### src/logic/opm_map_pkg.sv
`default_nettype none

package opm_map_pkg;

    //////////////////////////////////////////////////
    // operator register groups
    // value is the bit index into the group enable vector
    typedef enum logic [2:0] {
        grp_dt1_mul  = 3'd0,   // 0x40
        grp_tl       = 3'd1,   // 0x60
        grp_ks_ar    = 3'd2,   // 0x80
        grp_amen_d1r = 3'd3,   // 0xA0
        grp_dt2_d2r  = 3'd4,   // 0xC0
        grp_d1l_rr   = 3'd5    // 0xE0
    } group_e;

    localparam int num_groups = 6;
    localparam int data_w     = 8;

    //////////////////////////////////////////////////
    // low register addresses
    localparam logic [7:0] addr_noise = 8'h0F;   // NE / NFRQ
    localparam logic [7:0] addr_clka1 = 8'h10;   // timer A high bits
    localparam logic [7:0] addr_clka2 = 8'h11;   // timer A low bits
    localparam logic [7:0] addr_clkb  = 8'h12;
    localparam logic [7:0] addr_lfrq  = 8'h18;

    // upper three address bits of each group
    localparam logic [2:0] base_dt1_mul  = 3'b010;
    localparam logic [2:0] base_tl       = 3'b011;
    localparam logic [2:0] base_ks_ar    = 3'b100;
    localparam logic [2:0] base_amen_d1r = 3'b101;
    localparam logic [2:0] base_dt2_d2r  = 3'b110;
    localparam logic [2:0] base_d1l_rr   = 3'b111;

    //////////////////////////////////////////////////
    // field widths
    localparam int dt1_w   = 3;
    localparam int mul_w   = 4;
    localparam int tl_w    = 7;
    localparam int ks_w    = 2;
    localparam int ar_w    = 5;
    localparam int d1r_w   = 5;
    localparam int dt2_w   = 2;
    localparam int d2r_w   = 5;
    localparam int d1l_w   = 4;
    localparam int rr_w    = 4;
    localparam int nfrq_w  = 5;
    localparam int clka2_w = 2;

    // field positions inside the data byte
    localparam int ne_bit   = 7;
    localparam int nfrq_lsb = 0;
    localparam int dt1_lsb  = 4;
    localparam int mul_lsb  = 0;
    localparam int tl_lsb   = 0;
    localparam int ks_lsb   = 6;
    localparam int ar_lsb   = 0;
    localparam int amen_bit = 7;
    localparam int d1r_lsb  = 0;
    localparam int dt2_lsb  = 6;
    localparam int d2r_lsb  = 0;
    localparam int d1l_lsb  = 4;
    localparam int rr_lsb   = 0;

endpackage

`default_nettype wire

### src/logic/opm_slot_pkg.sv
`default_nettype none

package opm_slot_pkg;

    //////////////////////////////////////////////////
    // slot sequencing

    // one operator per slot, 32 slots per sweep
    localparam int num_slots = 32;
    localparam int slot_w    = 5;

    typedef logic [slot_w-1:0] slot_t;

    //////////////////////////////////////////////////
    // operator write FSM
    // wr_wait_slot holds the write until the counter meets its slot
    typedef enum logic {
        wr_idle      = 1'b0,
        wr_wait_slot = 1'b1
    } wr_state_e;

endpackage

`default_nettype wire

### src/logic/bus_write_decoder.sv
`timescale 1ns/10ps
`default_nettype none

module bus_write_decoder (
    input  logic                                 i_EMUCLK,
    input  logic                                 mrst_n,
    input  logic                                 i_cs_n,
    input  logic                                 i_wr_n,
    input  logic                                 i_rd_n,
    input  logic                                 i_a0,
    input  logic [opm_map_pkg::data_w-1:0]       i_d,
    output logic [opm_map_pkg::data_w-1:0]       o_d,
    output logic                                 o_d_oe,
    output logic                                 o_ne,
    output logic [opm_map_pkg::nfrq_w-1:0]       o_nfrq,
    output logic [7:0]                           o_clka1,
    output logic [opm_map_pkg::clka2_w-1:0]      o_clka2,
    output logic [7:0]                           o_clkb,
    output logic [7:0]                           o_lfrq,
    output logic [opm_map_pkg::data_w-1:0]       o_wr_data,
    output logic [opm_map_pkg::num_groups-1:0]   o_grp_we,
    output opm_slot_pkg::slot_t                  o_slot_cnt
);

    //////////////////////////////////////////////////
    // bus synchronizer and write strobes

    logic [1:0]                               cs_n_sync, wr_n_sync, a0_sync;
    logic [1:0][opm_map_pkg::data_w-1:0]      d_sync;
    logic                                     wr_n_dly;      // edge detect stage
    logic                                     wr_fall;
    logic                                     addr_stb, data_stb;
    logic [opm_map_pkg::data_w-1:0]           bus_byte;

    always_ff @(posedge i_EMUCLK or negedge mrst_n) begin
        if (!mrst_n) begin
            cs_n_sync <= 2'b11;
            wr_n_sync <= 2'b11;
            a0_sync   <= 2'b00;
            d_sync    <= '0;
            wr_n_dly  <= 1'b1;
        end else begin
            cs_n_sync <= {cs_n_sync[0], i_cs_n};
            wr_n_sync <= {wr_n_sync[0], i_wr_n};
            a0_sync   <= {a0_sync[0], i_a0};
            d_sync    <= {d_sync[0], i_d};
            wr_n_dly  <= wr_n_sync[1];
        end
    end

    assign wr_fall = wr_n_dly & ~wr_n_sync[1] & ~cs_n_sync[1];

    // one-cycle strobes, byte captured alongside
    always_ff @(posedge i_EMUCLK or negedge mrst_n) begin
        if (!mrst_n) begin
            addr_stb <= 1'b0;
            data_stb <= 1'b0;
            bus_byte <= '0;
        end else begin
            addr_stb <= wr_fall & ~a0_sync[1];
            data_stb <= wr_fall & a0_sync[1];
            if (wr_fall) bus_byte <= d_sync[1];
        end
    end

    //////////////////////////////////////////////////
    // address register and decode

    logic [7:0]              addr_q;
    logic                    addr_is_op;   // 0x40..0xFF
    opm_map_pkg::group_e     addr_grp;

    always_ff @(posedge i_EMUCLK or negedge mrst_n) begin
        if (!mrst_n) addr_q <= '0;
        else if (addr_stb) addr_q <= bus_byte;
    end

    always_comb begin
        addr_is_op = 1'b1;
        addr_grp   = opm_map_pkg::grp_dt1_mul;
        case (addr_q[7:5])
            opm_map_pkg::base_dt1_mul:  addr_grp = opm_map_pkg::grp_dt1_mul;
            opm_map_pkg::base_tl:       addr_grp = opm_map_pkg::grp_tl;
            opm_map_pkg::base_ks_ar:    addr_grp = opm_map_pkg::grp_ks_ar;
            opm_map_pkg::base_amen_d1r: addr_grp = opm_map_pkg::grp_amen_d1r;
            opm_map_pkg::base_dt2_d2r:  addr_grp = opm_map_pkg::grp_dt2_d2r;
            opm_map_pkg::base_d1l_rr:   addr_grp = opm_map_pkg::grp_d1l_rr;
            default:                    addr_is_op = 1'b0;
        endcase
    end

    // static low registers, loaded on the data strobe
    always_ff @(posedge i_EMUCLK or negedge mrst_n) begin
        if (!mrst_n) begin
            o_ne    <= 1'b0;
            o_nfrq  <= '0;
            o_clka1 <= '0;
            o_clka2 <= '0;
            o_clkb  <= '0;
            o_lfrq  <= '0;
        end else if (data_stb) begin
            case (addr_q)
                opm_map_pkg::addr_noise: begin
                    o_ne   <= bus_byte[opm_map_pkg::ne_bit];
                    o_nfrq <= bus_byte[opm_map_pkg::nfrq_lsb +: opm_map_pkg::nfrq_w];
                end
                opm_map_pkg::addr_clka1: o_clka1 <= bus_byte;
                opm_map_pkg::addr_clka2: o_clka2 <= bus_byte[opm_map_pkg::clka2_w-1:0];
                opm_map_pkg::addr_clkb:  o_clkb  <= bus_byte;
                opm_map_pkg::addr_lfrq:  o_lfrq  <= bus_byte;
                default: ;
            endcase
        end
    end

    //////////////////////////////////////////////////
    // slot counter and operator write FSM

    opm_slot_pkg::wr_state_e  wr_state;
    opm_map_pkg::group_e      pend_grp;
    opm_slot_pkg::slot_t      pend_slot;
    logic                     slot_hit;
    logic                     busy;

    always_ff @(posedge i_EMUCLK or negedge mrst_n) begin
        if (!mrst_n) o_slot_cnt <= '0;
        else o_slot_cnt <= o_slot_cnt + 1'b1;   // wraps at 32
    end

    assign slot_hit = (wr_state == opm_slot_pkg::wr_wait_slot) && (o_slot_cnt == pend_slot);
    assign busy     = (wr_state == opm_slot_pkg::wr_wait_slot);

    always_ff @(posedge i_EMUCLK or negedge mrst_n) begin
        if (!mrst_n) begin
            wr_state  <= opm_slot_pkg::wr_idle;
            pend_grp  <= opm_map_pkg::grp_dt1_mul;
            pend_slot <= '0;
            o_wr_data <= '0;
        end else begin
            case (wr_state)
                opm_slot_pkg::wr_idle: begin
                    if (data_stb && addr_is_op) begin
                        pend_grp  <= addr_grp;
                        pend_slot <= addr_q[opm_slot_pkg::slot_w-1:0];
                        o_wr_data <= bus_byte;
                        wr_state  <= opm_slot_pkg::wr_wait_slot;
                    end
                end
                // data bytes arriving here are dropped
                opm_slot_pkg::wr_wait_slot: if (slot_hit) wr_state <= opm_slot_pkg::wr_idle;
                default: wr_state <= opm_slot_pkg::wr_idle;
            endcase
        end
    end

    always_comb begin
        o_grp_we = '0;
        if (slot_hit) o_grp_we[pend_grp] = 1'b1;
    end

    // status read, busy in bit 7
    assign o_d_oe = mrst_n & ~i_cs_n & ~i_rd_n & i_a0;
    assign o_d    = {busy, {(opm_map_pkg::data_w-1){1'b0}}};

    a_grp_we_onehot: assert property (@(posedge i_EMUCLK) disable iff (!mrst_n)
        $onehot0(o_grp_we));

    a_busy_after_data: assert property (@(posedge i_EMUCLK) disable iff (!mrst_n)
        $rose(busy) |-> $past(data_stb));

endmodule

`default_nettype wire

### src/logic/opm_reg_top.sv
`timescale 1ns/10ps
`default_nettype none

module opm_reg_top (
    input  logic                                  i_EMUCLK,
    input  logic                                  mrst_n,
    input  logic                                  i_cs_n,
    input  logic                                  i_wr_n,
    input  logic                                  i_rd_n,
    input  logic                                  i_a0,
    input  logic [opm_map_pkg::data_w-1:0]        i_d,
    output logic [opm_map_pkg::data_w-1:0]        o_d,
    output logic                                  o_d_oe,
    output logic                                  o_ne,
    output logic [opm_map_pkg::nfrq_w-1:0]        o_nfrq,
    output logic [7:0]                            o_clka1,
    output logic [opm_map_pkg::clka2_w-1:0]       o_clka2,
    output logic [7:0]                            o_clkb,
    output logic [7:0]                            o_lfrq,
    output opm_slot_pkg::slot_t                   o_slot,
    output logic                                  o_slot_valid,
    output logic [opm_map_pkg::dt1_w-1:0]         o_dt1,
    output logic [opm_map_pkg::mul_w-1:0]         o_mul,
    output logic [opm_map_pkg::tl_w-1:0]          o_tl,
    output logic [opm_map_pkg::ks_w-1:0]          o_ks,
    output logic [opm_map_pkg::ar_w-1:0]          o_ar,
    output logic                                  o_amen,
    output logic [opm_map_pkg::d1r_w-1:0]         o_d1r,
    output logic [opm_map_pkg::dt2_w-1:0]         o_dt2,
    output logic [opm_map_pkg::d2r_w-1:0]         o_d2r,
    output logic [opm_map_pkg::d1l_w-1:0]         o_d1l,
    output logic [opm_map_pkg::rr_w-1:0]          o_rr
);

    logic [opm_map_pkg::data_w-1:0]                               wr_data;
    logic [opm_map_pkg::num_groups-1:0]                           grp_we;
    opm_slot_pkg::slot_t                                          slot_cnt;   // head slot
    logic [opm_map_pkg::num_groups-1:0][opm_map_pkg::data_w-1:0]  tails;

    bus_write_decoder bus_write_decoder_i (
        .i_EMUCLK   (i_EMUCLK),
        .mrst_n     (mrst_n),
        .i_cs_n     (i_cs_n),
        .i_wr_n     (i_wr_n),
        .i_rd_n     (i_rd_n),
        .i_a0       (i_a0),
        .i_d        (i_d),
        .o_d        (o_d),
        .o_d_oe     (o_d_oe),
        .o_ne       (o_ne),
        .o_nfrq     (o_nfrq),
        .o_clka1    (o_clka1),
        .o_clka2    (o_clka2),
        .o_clkb     (o_clkb),
        .o_lfrq     (o_lfrq),
        .o_wr_data  (wr_data),
        .o_grp_we   (grp_we),
        .o_slot_cnt (slot_cnt)
    );

    //////////////////////////////////////////////////
    // one ring per operator register group
    genvar g;
    generate
        for (g = 0; g < opm_map_pkg::num_groups; g++) begin : g_ring
            slot_param_ring slot_param_ring_i (
                .i_EMUCLK  (i_EMUCLK),
                .mrst_n    (mrst_n),
                .i_we      (grp_we[g]),
                .i_wr_data (wr_data),
                .o_tail    (tails[g])
            );
        end
    endgenerate

    slot_param_unpack slot_param_unpack_i (
        .i_EMUCLK     (i_EMUCLK),
        .mrst_n       (mrst_n),
        .i_slot_cnt   (slot_cnt),
        .i_tails      (tails),
        .o_slot       (o_slot),
        .o_slot_valid (o_slot_valid),
        .o_dt1        (o_dt1),
        .o_mul        (o_mul),
        .o_tl         (o_tl),
        .o_ks         (o_ks),
        .o_ar         (o_ar),
        .o_amen       (o_amen),
        .o_d1r        (o_d1r),
        .o_dt2        (o_dt2),
        .o_d2r        (o_d2r),
        .o_d1l        (o_d1l),
        .o_rr         (o_rr)
    );

endmodule

`default_nettype wire

### src/logic/slot_param_ring.sv
`timescale 1ns/10ps
`default_nettype none

module slot_param_ring (
    input  logic        i_EMUCLK,
    input  logic        mrst_n,
    input  logic        i_we,
    input  logic [7:0]  i_wr_data,
    output logic [7:0]  o_tail
);

    //////////////////////////////////////////////////
    // 32-stage recirculating ring
    // stage 0 is the head, the last stage the tail
    logic [7:0] stage [opm_slot_pkg::num_slots];

    always_ff @(posedge i_EMUCLK or negedge mrst_n) begin
        if (!mrst_n) begin
            for (int i = 0; i < opm_slot_pkg::num_slots; i++) begin
                stage[i] <= '0;
            end
        end else begin
            // write insert, else wrap tail back to head
            stage[0] <= i_we ? i_wr_data : stage[opm_slot_pkg::num_slots-1];
            for (int i = 1; i < opm_slot_pkg::num_slots; i++) begin
                stage[i] <= stage[i-1];
            end
        end
    end

    assign o_tail = stage[opm_slot_pkg::num_slots-1];

endmodule

`default_nettype wire

### src/logic/slot_param_unpack.sv
`timescale 1ns/10ps
`default_nettype none

module slot_param_unpack (
    input  logic                                                    i_EMUCLK,
    input  logic                                                    mrst_n,
    input  opm_slot_pkg::slot_t                                     i_slot_cnt,
    input  logic [opm_map_pkg::num_groups-1:0][opm_map_pkg::data_w-1:0] i_tails,
    output opm_slot_pkg::slot_t                                     o_slot,
    output logic                                                    o_slot_valid,
    output logic [opm_map_pkg::dt1_w-1:0]                           o_dt1,
    output logic [opm_map_pkg::mul_w-1:0]                           o_mul,
    output logic [opm_map_pkg::tl_w-1:0]                            o_tl,
    output logic [opm_map_pkg::ks_w-1:0]                            o_ks,
    output logic [opm_map_pkg::ar_w-1:0]                            o_ar,
    output logic                                                    o_amen,
    output logic [opm_map_pkg::d1r_w-1:0]                           o_d1r,
    output logic [opm_map_pkg::dt2_w-1:0]                           o_dt2,
    output logic [opm_map_pkg::d2r_w-1:0]                           o_d2r,
    output logic [opm_map_pkg::d1l_w-1:0]                           o_d1l,
    output logic [opm_map_pkg::rr_w-1:0]                            o_rr
);

    //////////////////////////////////////////////////
    // output stage
    // tail words and slot tag move together
    logic [opm_map_pkg::num_groups-1:0][opm_map_pkg::data_w-1:0] tail_q;

    always_ff @(posedge i_EMUCLK or negedge mrst_n) begin
        if (!mrst_n) begin
            tail_q       <= '0;
            o_slot       <= '0;
            o_slot_valid <= 1'b0;
        end else begin
            tail_q       <= i_tails;
            o_slot       <= i_slot_cnt;
            o_slot_valid <= 1'b1;   // first cycle out of reset
        end
    end

    //////////////////////////////////////////////////
    // field split, per register map
    assign o_dt1  = tail_q[opm_map_pkg::grp_dt1_mul][opm_map_pkg::dt1_lsb +: opm_map_pkg::dt1_w];
    assign o_mul  = tail_q[opm_map_pkg::grp_dt1_mul][opm_map_pkg::mul_lsb +: opm_map_pkg::mul_w];
    assign o_tl   = tail_q[opm_map_pkg::grp_tl][opm_map_pkg::tl_lsb +: opm_map_pkg::tl_w];
    assign o_ks   = tail_q[opm_map_pkg::grp_ks_ar][opm_map_pkg::ks_lsb +: opm_map_pkg::ks_w];
    assign o_ar   = tail_q[opm_map_pkg::grp_ks_ar][opm_map_pkg::ar_lsb +: opm_map_pkg::ar_w];
    assign o_amen = tail_q[opm_map_pkg::grp_amen_d1r][opm_map_pkg::amen_bit];
    assign o_d1r  = tail_q[opm_map_pkg::grp_amen_d1r][opm_map_pkg::d1r_lsb +: opm_map_pkg::d1r_w];
    assign o_dt2  = tail_q[opm_map_pkg::grp_dt2_d2r][opm_map_pkg::dt2_lsb +: opm_map_pkg::dt2_w];
    assign o_d2r  = tail_q[opm_map_pkg::grp_dt2_d2r][opm_map_pkg::d2r_lsb +: opm_map_pkg::d2r_w];
    assign o_d1l  = tail_q[opm_map_pkg::grp_d1l_rr][opm_map_pkg::d1l_lsb +: opm_map_pkg::d1l_w];
    assign o_rr   = tail_q[opm_map_pkg::grp_d1l_rr][opm_map_pkg::rr_lsb +: opm_map_pkg::rr_w];

    // slot tag follows the free-running counter with no gaps
    a_slot_step: assert property (@(posedge i_EMUCLK) disable iff (!mrst_n)
        o_slot_valid |=> o_slot == opm_slot_pkg::slot_t'($past(o_slot) + 1'b1));

endmodule

`default_nettype wire

### config.mk
export PLATFORM = sky130hd
export DESIGN_NAME = opm_reg_top
export DESIGN_NICKNAME = d
export VERILOG_FILES = /design/src/logic/opm_map_pkg.sv /design/src/logic/opm_slot_pkg.sv /design/src/logic/bus_write_decoder.sv /design/src/logic/opm_reg_top.sv /design/src/logic/slot_param_ring.sv /design/src/logic/slot_param_unpack.sv
export SDC_FILE = /design/constraint.sdc
export NUM_CORES = 1
export LEC_CHECK = 0
export BUFFER_PORTS_ARGS = -buffer_cell sky130_fd_sc_hd__buf_2
export CORE_AREA = 2 2 298 300
export DETAILED_ROUTE_END_ITERATION = 7
export DIE_AREA = 0 0 300 302
export PLACE_DENSITY_LB_ADDON = 0.1
export SYNTH_ARGS = -nofsm -noshare
export SYNTH_HDL_FRONTEND = slang
export SYNTH_SLANG_ARGS = --single-unit
### constraint.sdc
create_clock -name i_EMUCLK -period 4.3 [get_ports i_EMUCLK]
set_input_delay 0.86 -clock i_EMUCLK [delete_from_list [all_inputs] [get_ports i_EMUCLK]]
set_output_delay 0.86 -clock i_EMUCLK [all_outputs]
set_load 0.01 [all_outputs]
==> impl_metrics.ini, run 1 <==
[status]
run_status = complete, no violations

[detailed_routing]
route.antenna.remaining_nets = 0
drt-initial-drc-count = 857
num_vias = 13895
firstDrtPassIters = 4
drc_violations = 0
wirelength_um = 56600
detail_route.vias_per_cell = 4.32
detail_route.wl_per_cell_um = 17.6

[clocking]
post_cts_hold_buffer_count = 1
cts.sinks = 1487
tritoncts.num_buffers = 143
clk_transition_reported_paths_ns = 0.06
clock_insertion_delay_worst_skew_ns = 0.72
clockRootBuffer = clkbuf_16
cts-root-to-sink-buffers = 3
postCtsResizedCells = 0
cts_setup_buffers = 0
tritoncts = done
cts.htree.levels = 4

[logic_synthesis]
netlist_top_cells_area = dfrtp_1 95%, mux2_2 2.3%, nand2_1 0.45%, dfstp_2 0.34%, mux2_4 0.31%
synth_most_common_cell = dfrtp_1
netlist_instances = 1688
synthesis.area_per_instance_um2 = 23.1
seq_area_frac_synth_pct = 95.5
synth_seq_cells = 1487
synth_ff_type = dfrtp_1
synth_async_sr_flop_share_pct = 100
post-synth-top-area-cell = dfrtp_1
post_synthesis_cell_area_mm2 = 0.0390
synth_edf_count = 0
synthTopCellsByCount = 1482 x dfrtp_1, 81 x mux2_2, 47 x nand2_1
synthDominantCellAreaShare_pct = 95.2
synth.yosys.warnings = 0
ys_types = 38

[power]
power_leakage_nw = 24.5
p_per_area_mw_per_mm2 = 599
design_power_total_mw = 27.5
max-vdd-ir-drop_v = 0.000371

[global_route]
antenna_found_initial = 3
first_global_vias = 15436
grt_start_max_net_pins = 164
global_route_wire_length_before_repair_um = 92600
grt_remaining_overflow = 0
grt_util_overall_pct = 13.6

[timing]
whs_ns = 0.243
post-route-worst-setup-slack_ns = 1.17
drv_slew = 0
finalHoldViolations = 0
fin_setup_tns_ns = 0
clock_skew_ns = 0.0238
report.final.setup_viol = 0
setup_repair_after_global_routing_missed_its_margin = false
finalCriticalPeriod_ns = 3.13
fmax_mhz = 320
period_share_pct = 72.7
worst_slew_margin_rel_pct = 14.3
actual_slew_at_the_worst_max_slew_pin_ns = 1.28

[place]
finalWeightedCongestion = 0.730
detailed_place_hpwl_um = 30800
detailedPlace.worstSlack_ns = 1.78
placedCellCount = 2958
buffer_ports.inserted = 95
post_dp_cell_area_mm2 = 0.0411

[worst_setup_path]
critical_path.cell_chain = dlygate4sd3_1, buf_12, nor4bb_1, buf_2
timing.setup.critical_path_class = in2out
worst_setup_path_end_kind = output pin
worst_ep_arrival_time_ns = 2.27
critical-path-max-stage-delay_ns = 0.58
timing.critical_path.fanout_max = 52
startpoint_kind_of_the_worst_setup_timing_path = primary input
timing.critical_path.required_ns = 3.44
timing.critical_path.slowest_stage_cell = dlygate4sd3_1

[finish]
nNetsFinal = 1954
stdcell_area_mm2 = 0.0459
drive_above_1_share_pct = 21.7
post_route_insts_no_fill = 3218
syn_to_final_growth_pct = 17.9
utilization_pct = 52.4

[job]
maxCapViolCount = 0

[floorplanning]
initial_core_util_pct = 44.5
num_rows = 109
die_w_um = 300
ioPinCount = 103
design.die.area_mm2 = 0.0906
die_span_in_y_um = 302
core_area_mm2 = 0.0876

[min_path]
holdCritPathClass = in2reg
-- worst max-delay path, delay by kind of cell --
kind                   cells  cell delay (ns)
AND/OR/NAND/NOR            1             0.25
buffers and inverters      3             1.07
-- flip-flops by register name (all words and copies together) (netlist names), 7 cells and up --
signal / count
bus_write_decoder_i.o_wr_data: 8
bus_write_decoder_i.addr_q: 8
g_ring.slot_param_ring_i.stage: 1302
slot_param_unpack_i.o_tl: 7
bus_write_decoder_i.o_clka1: 8
bus_write_decoder_i.bus_byte: 8
bus_write_decoder_i.o_clkb: 8
bus_write_decoder_i.o_lfrq: 8
bus_write_decoder_i.d_sync: 16
g_ring.slot_param_ring_i.o_tail: 42
-- placed cells by master (no fill, tap or decap), types with 3 or more instances in the layout --
| master | instances |
|---|---|
| xnor2_1 | 4 |
| clkbuf_1 | 33 |
| dfstp_2 | 5 |
| clkinv_8 | 6 |
| nand3_1 | 4 |
| nand2_1 | 47 |
| mux2_2 | 81 |
| mux2_4 | 8 |
| nand4b_1 | 3 |
| clkbuf_8 | 33 |
| nor2b_1 | 3 |
| conb_1 | 8 |
| clkinv_2 | 21 |
| inv_16 | 4 |
| buf_2 | 94 |
| dfrtp_1 | 1482 |
| bufinv_16 | 9 |
| xnor2_2 | 3 |
| clkbuf_16 | 144 |
| buf_12 | 8 |
| buf_4 | 12 |
| nor4_4 | 3 |
-- logic make-up after synthesis --
logic type	share of synthesized area, %
other	0.0193
XOR/XNOR	0.238
buffers and inverters	0.251
flip-flops	95.5
adder cells (fa/ha/maj)	0.0321
AO/OA/AOI/OAI	0.0835
AND/OR/NAND/NOR	1.16
multiplexers	2.68
-- area by class of cell --
cell class | instances | area, um^2
fillers | 6831 | 41600
flip-flops and latches | 1487 | 37200
clock buffers | 210 | 4180
multi-input cells | 191 | 1670
well taps | 1165 | 1460
repair buffers | 115 | 731
clock inverters | 47 | 654
diodes | 2 | 5.00
inverters | 1 | 3.75
-- power by group --
part,switching [mW],internal (mW)
clock,5.10,7.36
sequential,0.283,14.2
combinational,0.419,0.167
-- routing by layer --
layer / vias up / global-route usage [%] / wire [um]
met1: 7681 / 22.2 / 29200
li1: 5861 / - / -
met2: 248 / 17.4 / 23300
met4: 0 / 5.04 / 1310
met5: - / 0 / 0
met3: 105 / 3.69 / 2790
-- final timing paths --
check | from | to | slack (ns) | cells past startpoint
worst max register to register | bus_write_decoder_i.addr_q[6] | bus_write_decoder_i.o_clkb[0] | 2.02 | 4
max in group asynchronous | mrst_n | g_ring[0].slot_param_ring_i.stage[234] | 2.06 | 4
min in group asynchronous | mrst_n | g_ring[5].slot_param_ring_i.stage[68] | 0.66 | 2
worst min-delay path | i_wr_n | bus_write_decoder_i.wr_n_sync[0] | 0.24 | 1
worst max-delay path | mrst_n | o_d_oe | 1.17 | 4
worst min register to register | g_ring[5].slot_param_ring_i.stage[202] | g_ring[5].slot_param_ring_i.stage[194] | 0.33 | 0
(Power assumes the default switching activity.)
==> run 2: changes to the inputs <==
--- a/config.mk
+++ b/config.mk
@@ -5,6 +5,7 @@
 export SDC_FILE = /design/constraint.sdc
 export NUM_CORES = 1
 export LEC_CHECK = 0
+export ABC_AREA = 1
 export BUFFER_PORTS_ARGS = -buffer_cell sky130_fd_sc_hd__buf_2
 export CORE_AREA = 2 2 298 300
 export DETAILED_ROUTE_END_ITERATION = 7
==> constraint.sdc (replaced) <==
create_clock -name i_EMUCLK -period 3.2 [get_ports i_EMUCLK]
set_input_delay 0.64 -clock i_EMUCLK [delete_from_list [all_inputs] [get_ports i_EMUCLK]]
set_output_delay 0.64 -clock i_EMUCLK [all_outputs]
set_load 0.01 [all_outputs]
==> impl_metrics.ini, run 2 <==
[job]
maxCapViolCount = 0

[worst_setup_path]
timing.critical_path.fanout_max = 39
timing.setup.critical_path_class = in2out
timing.critical_path.slowest_stage_cell = dlygate4sd3_1
worst_setup_path_end_kind = output pin
critical-path-max-stage-delay_ns = 0.58
worst_ep_arrival_time_ns = 1.93
startpoint_kind_of_the_worst_setup_timing_path = primary input
timing.critical_path.required_ns = 2.56
critical_path.cell_chain = dlygate4sd3_1, buf_12, nand2_1, nor3_1, buf_2

[power]
power_leakage_nw = 24.6
internal-power_mw = 29.3
p_seq_share_pct = 52.2
swShare_pct = 21.1
p_per_area_mw_per_mm2 = 805
design_power_total_mw = 37.1
p_sw_mw = 7.81
pwr-share-clk_pct = 45.1
max-vdd-ir-drop_v = 0.000428
p_comb_share_pct = 2.7

[place]
finalWeightedCongestion = 0.735
detailed_place_hpwl_um = 31400
buffer_ports.inserted = 95
post_dp_cell_area_mm2 = 0.0411
detailedPlace.worstSlack_ns = 1.09

[finish]
stdcell_area_mm2 = 0.0461
sequential_cell_area_mm2 = 0.0372
register_ranked_first_by_flip_flop_count = g_ring.slot_param_ring_i.stage
syn_to_final_growth_pct = 18.2
filler_cell_count = 6901
mostFrequentLayoutCell = dfrtp_1
nNetsFinal = 2133
utilization_pct = 52.6
drive_above_1_share_pct = 16.7
mostFrequentLayoutCells = 1482 x dfrtp_1, 158 x nand2_1, 147 x clkbuf_16
number_of_flip_flops_under_the_largest_register_name = 1302
multi_input_comb_area_mm2 = 0.00155

[global_route]
grt_util_overall_pct = 13.5
first_global_vias = 16345
grt_remaining_overflow = 0
grt_start_max_net_pins = 210
antenna_found_initial = 2
global_route_wire_length_before_repair_um = 93300

[timing]
fin_setup_tns_ns = 0
worst_slew_margin_rel_pct = 32.8
actual_slew_at_the_worst_max_slew_pin_ns = 1.01
finalHoldViolations = 0
period_share_pct = 80.4
drv_slew = 0
report.final.setup_viol = 0
clock_skew_ns = 0.0188
post-route-worst-setup-slack_ns = 0.628
setup_repair_after_global_routing_missed_its_margin = false
finalCriticalPeriod_ns = 2.57
fmax_mhz = 389

[floorplanning]
design.die.area_mm2 = 0.0906
core_area_mm2 = 0.0876
ioPinCount = 103
die_w_um = 300
die_span_in_y_um = 302
num_rows = 109
initial_core_util_pct = 44.5

[clocking]
clockRootBuffer = clkbuf_16
clock_insertion_delay_worst_skew_ns = 0.71
cts.htree.levels = 4
tritoncts.num_buffers = 144
cts_setup_buffers = 0
clk_transition_reported_paths_ns = 0.06
cts.sinks = 1487
tritoncts = done
cts-root-to-sink-buffers = 3

[detailed_routing]
drc_violations = 0
detail_route.vias_per_cell = 4.34
wirelength_um = 56300
route.antenna.remaining_nets = 0
firstDrtPassIters = 4
detail_route.wl_per_cell_um = 16.6
num_vias = 14765
drt-initial-drc-count = 1044

[logic_synthesis]
synthTopCellsByCount = 1482 x dfrtp_1, 158 x nand2_1, 54 x o21ai_0
synth_edf_count = 0
netlist_top_cells_area = dfrtp_1 95%, nand2_1 1.5%, o21ai_0 0.69%, nand3_1 0.62%, dfstp_2 0.34%
ys_types = 28
synthDominantCellAreaShare_pct = 95.1
synth.yosys.warnings = 0
post-synth-top-area-cell = dfrtp_1
synth_async_sr_flop_share_pct = 100
synth_most_common_cell = dfrtp_1
synthesis.area_per_instance_um2 = 21.0
netlist_instances = 1859
synth_seq_cells = 1487
post_synthesis_cell_area_mm2 = 0.0390
synth_ff_type = dfrtp_1
seq_area_frac_synth_pct = 95.4

[min_path]
holdCritPathClass = reg2reg

[status]
run_status = complete, no violations
run 2: kinds of logic (layout without fill, tap and decap cells):
family / Yosys count / count (layout) / synth area share (%)
DFF: 1487 / 1487 / 95.4
adders and majority gates: 1 / 1 / 0.0321
buffers and inverters: 56 / 424 / 0.655
and+or+nand+nor: 245 / 245 / 2.94
AOI/OAI and AO/OA: 65 / 65 / 0.853
other: 2 / 9 / 0.0193
xor gates and xnor gates: 3 / 3 / 0.0674
run 2: repair_timing:
action | 4_1_cts | 5_1_grt
hold endpoints to repair | 33 | 0
hold buffers | 12 | 0
resized for setup | 0 | 0
run 2: power groups by stage:
stage	registers [mW]	clock network [mW]	logic [mW]
final	19.4	16.7	1.00
after global routing	19.4	18.2	1.17
after CTS	19.4	17.4	1.05
after detailed placement	19.7	0	1.04
after global placement	19.7	0	1.01
after floorplan	19.6	0	0.424
run 2: per-stage QoR:
stage	hold WS [ns]	cells
3_5_place_dp	0.335	3125
3_3_place_gp	0.331	3125
2_1_floorplan	0.331	1865
4_1_cts	0.327	3398
6_report	0.330	3399
5_1_grt	0.336	3398
run 2: worst max-delay path: cells and delay by family:
family,cells,cell delay [ns]
buffers and inverters,3,1.02
AND/OR/NAND/NOR,2,0.23
run 2: per-layer routing:
metal  global-route usage [%]  routed length (um)  vias to the layer above
met5                        0                   0                        -
met4                     5.69                1620                        0
met3                     3.56                2800                      139
met2                     17.9               23800                      269
met1                     21.1               28100                     8002
li1                         -                   -                     6355
run 2: cell type report:
class / count / share of cell area, %
clock inverters: 44 / 1.15
clock buffers: 217 / 9.36
well taps: 1165 / 3.16
flip-flops and latches: 1487 / 80.8
inverters: 34 / 0.277
diodes: 1 / 0.00543
repair buffers: 129 / 1.93
multi-input cells: 322 / 3.36
run 2: worst paths after layout:
| path | slack, ns | depth (start not counted) | start | end |
|---|---|---|---|---|
| max | 0.63 | 5 | mrst_n | o_d_oe |
| min in group asynchronous | 0.43 | 2 | mrst_n | g_ring[4].slot_param_ring_i.stage[98] |
| min | 0.33 | 0 | g_ring[0].slot_param_ring_i.stage[190] | g_ring[0].slot_param_ring_i.stage[182] |
| max reg2reg | 1.08 | 8 | bus_write_decoder_i.o_slot_cnt[0] | g_ring[2].slot_param_ring_i.stage[250] |
| min reg2reg | 0.33 | 0 | g_ring[0].slot_param_ring_i.stage[190] | g_ring[0].slot_param_ring_i.stage[182] |
| max in group asynchronous | 1.46 | 3 | mrst_n | g_ring[5].slot_param_ring_i.stage[162] |
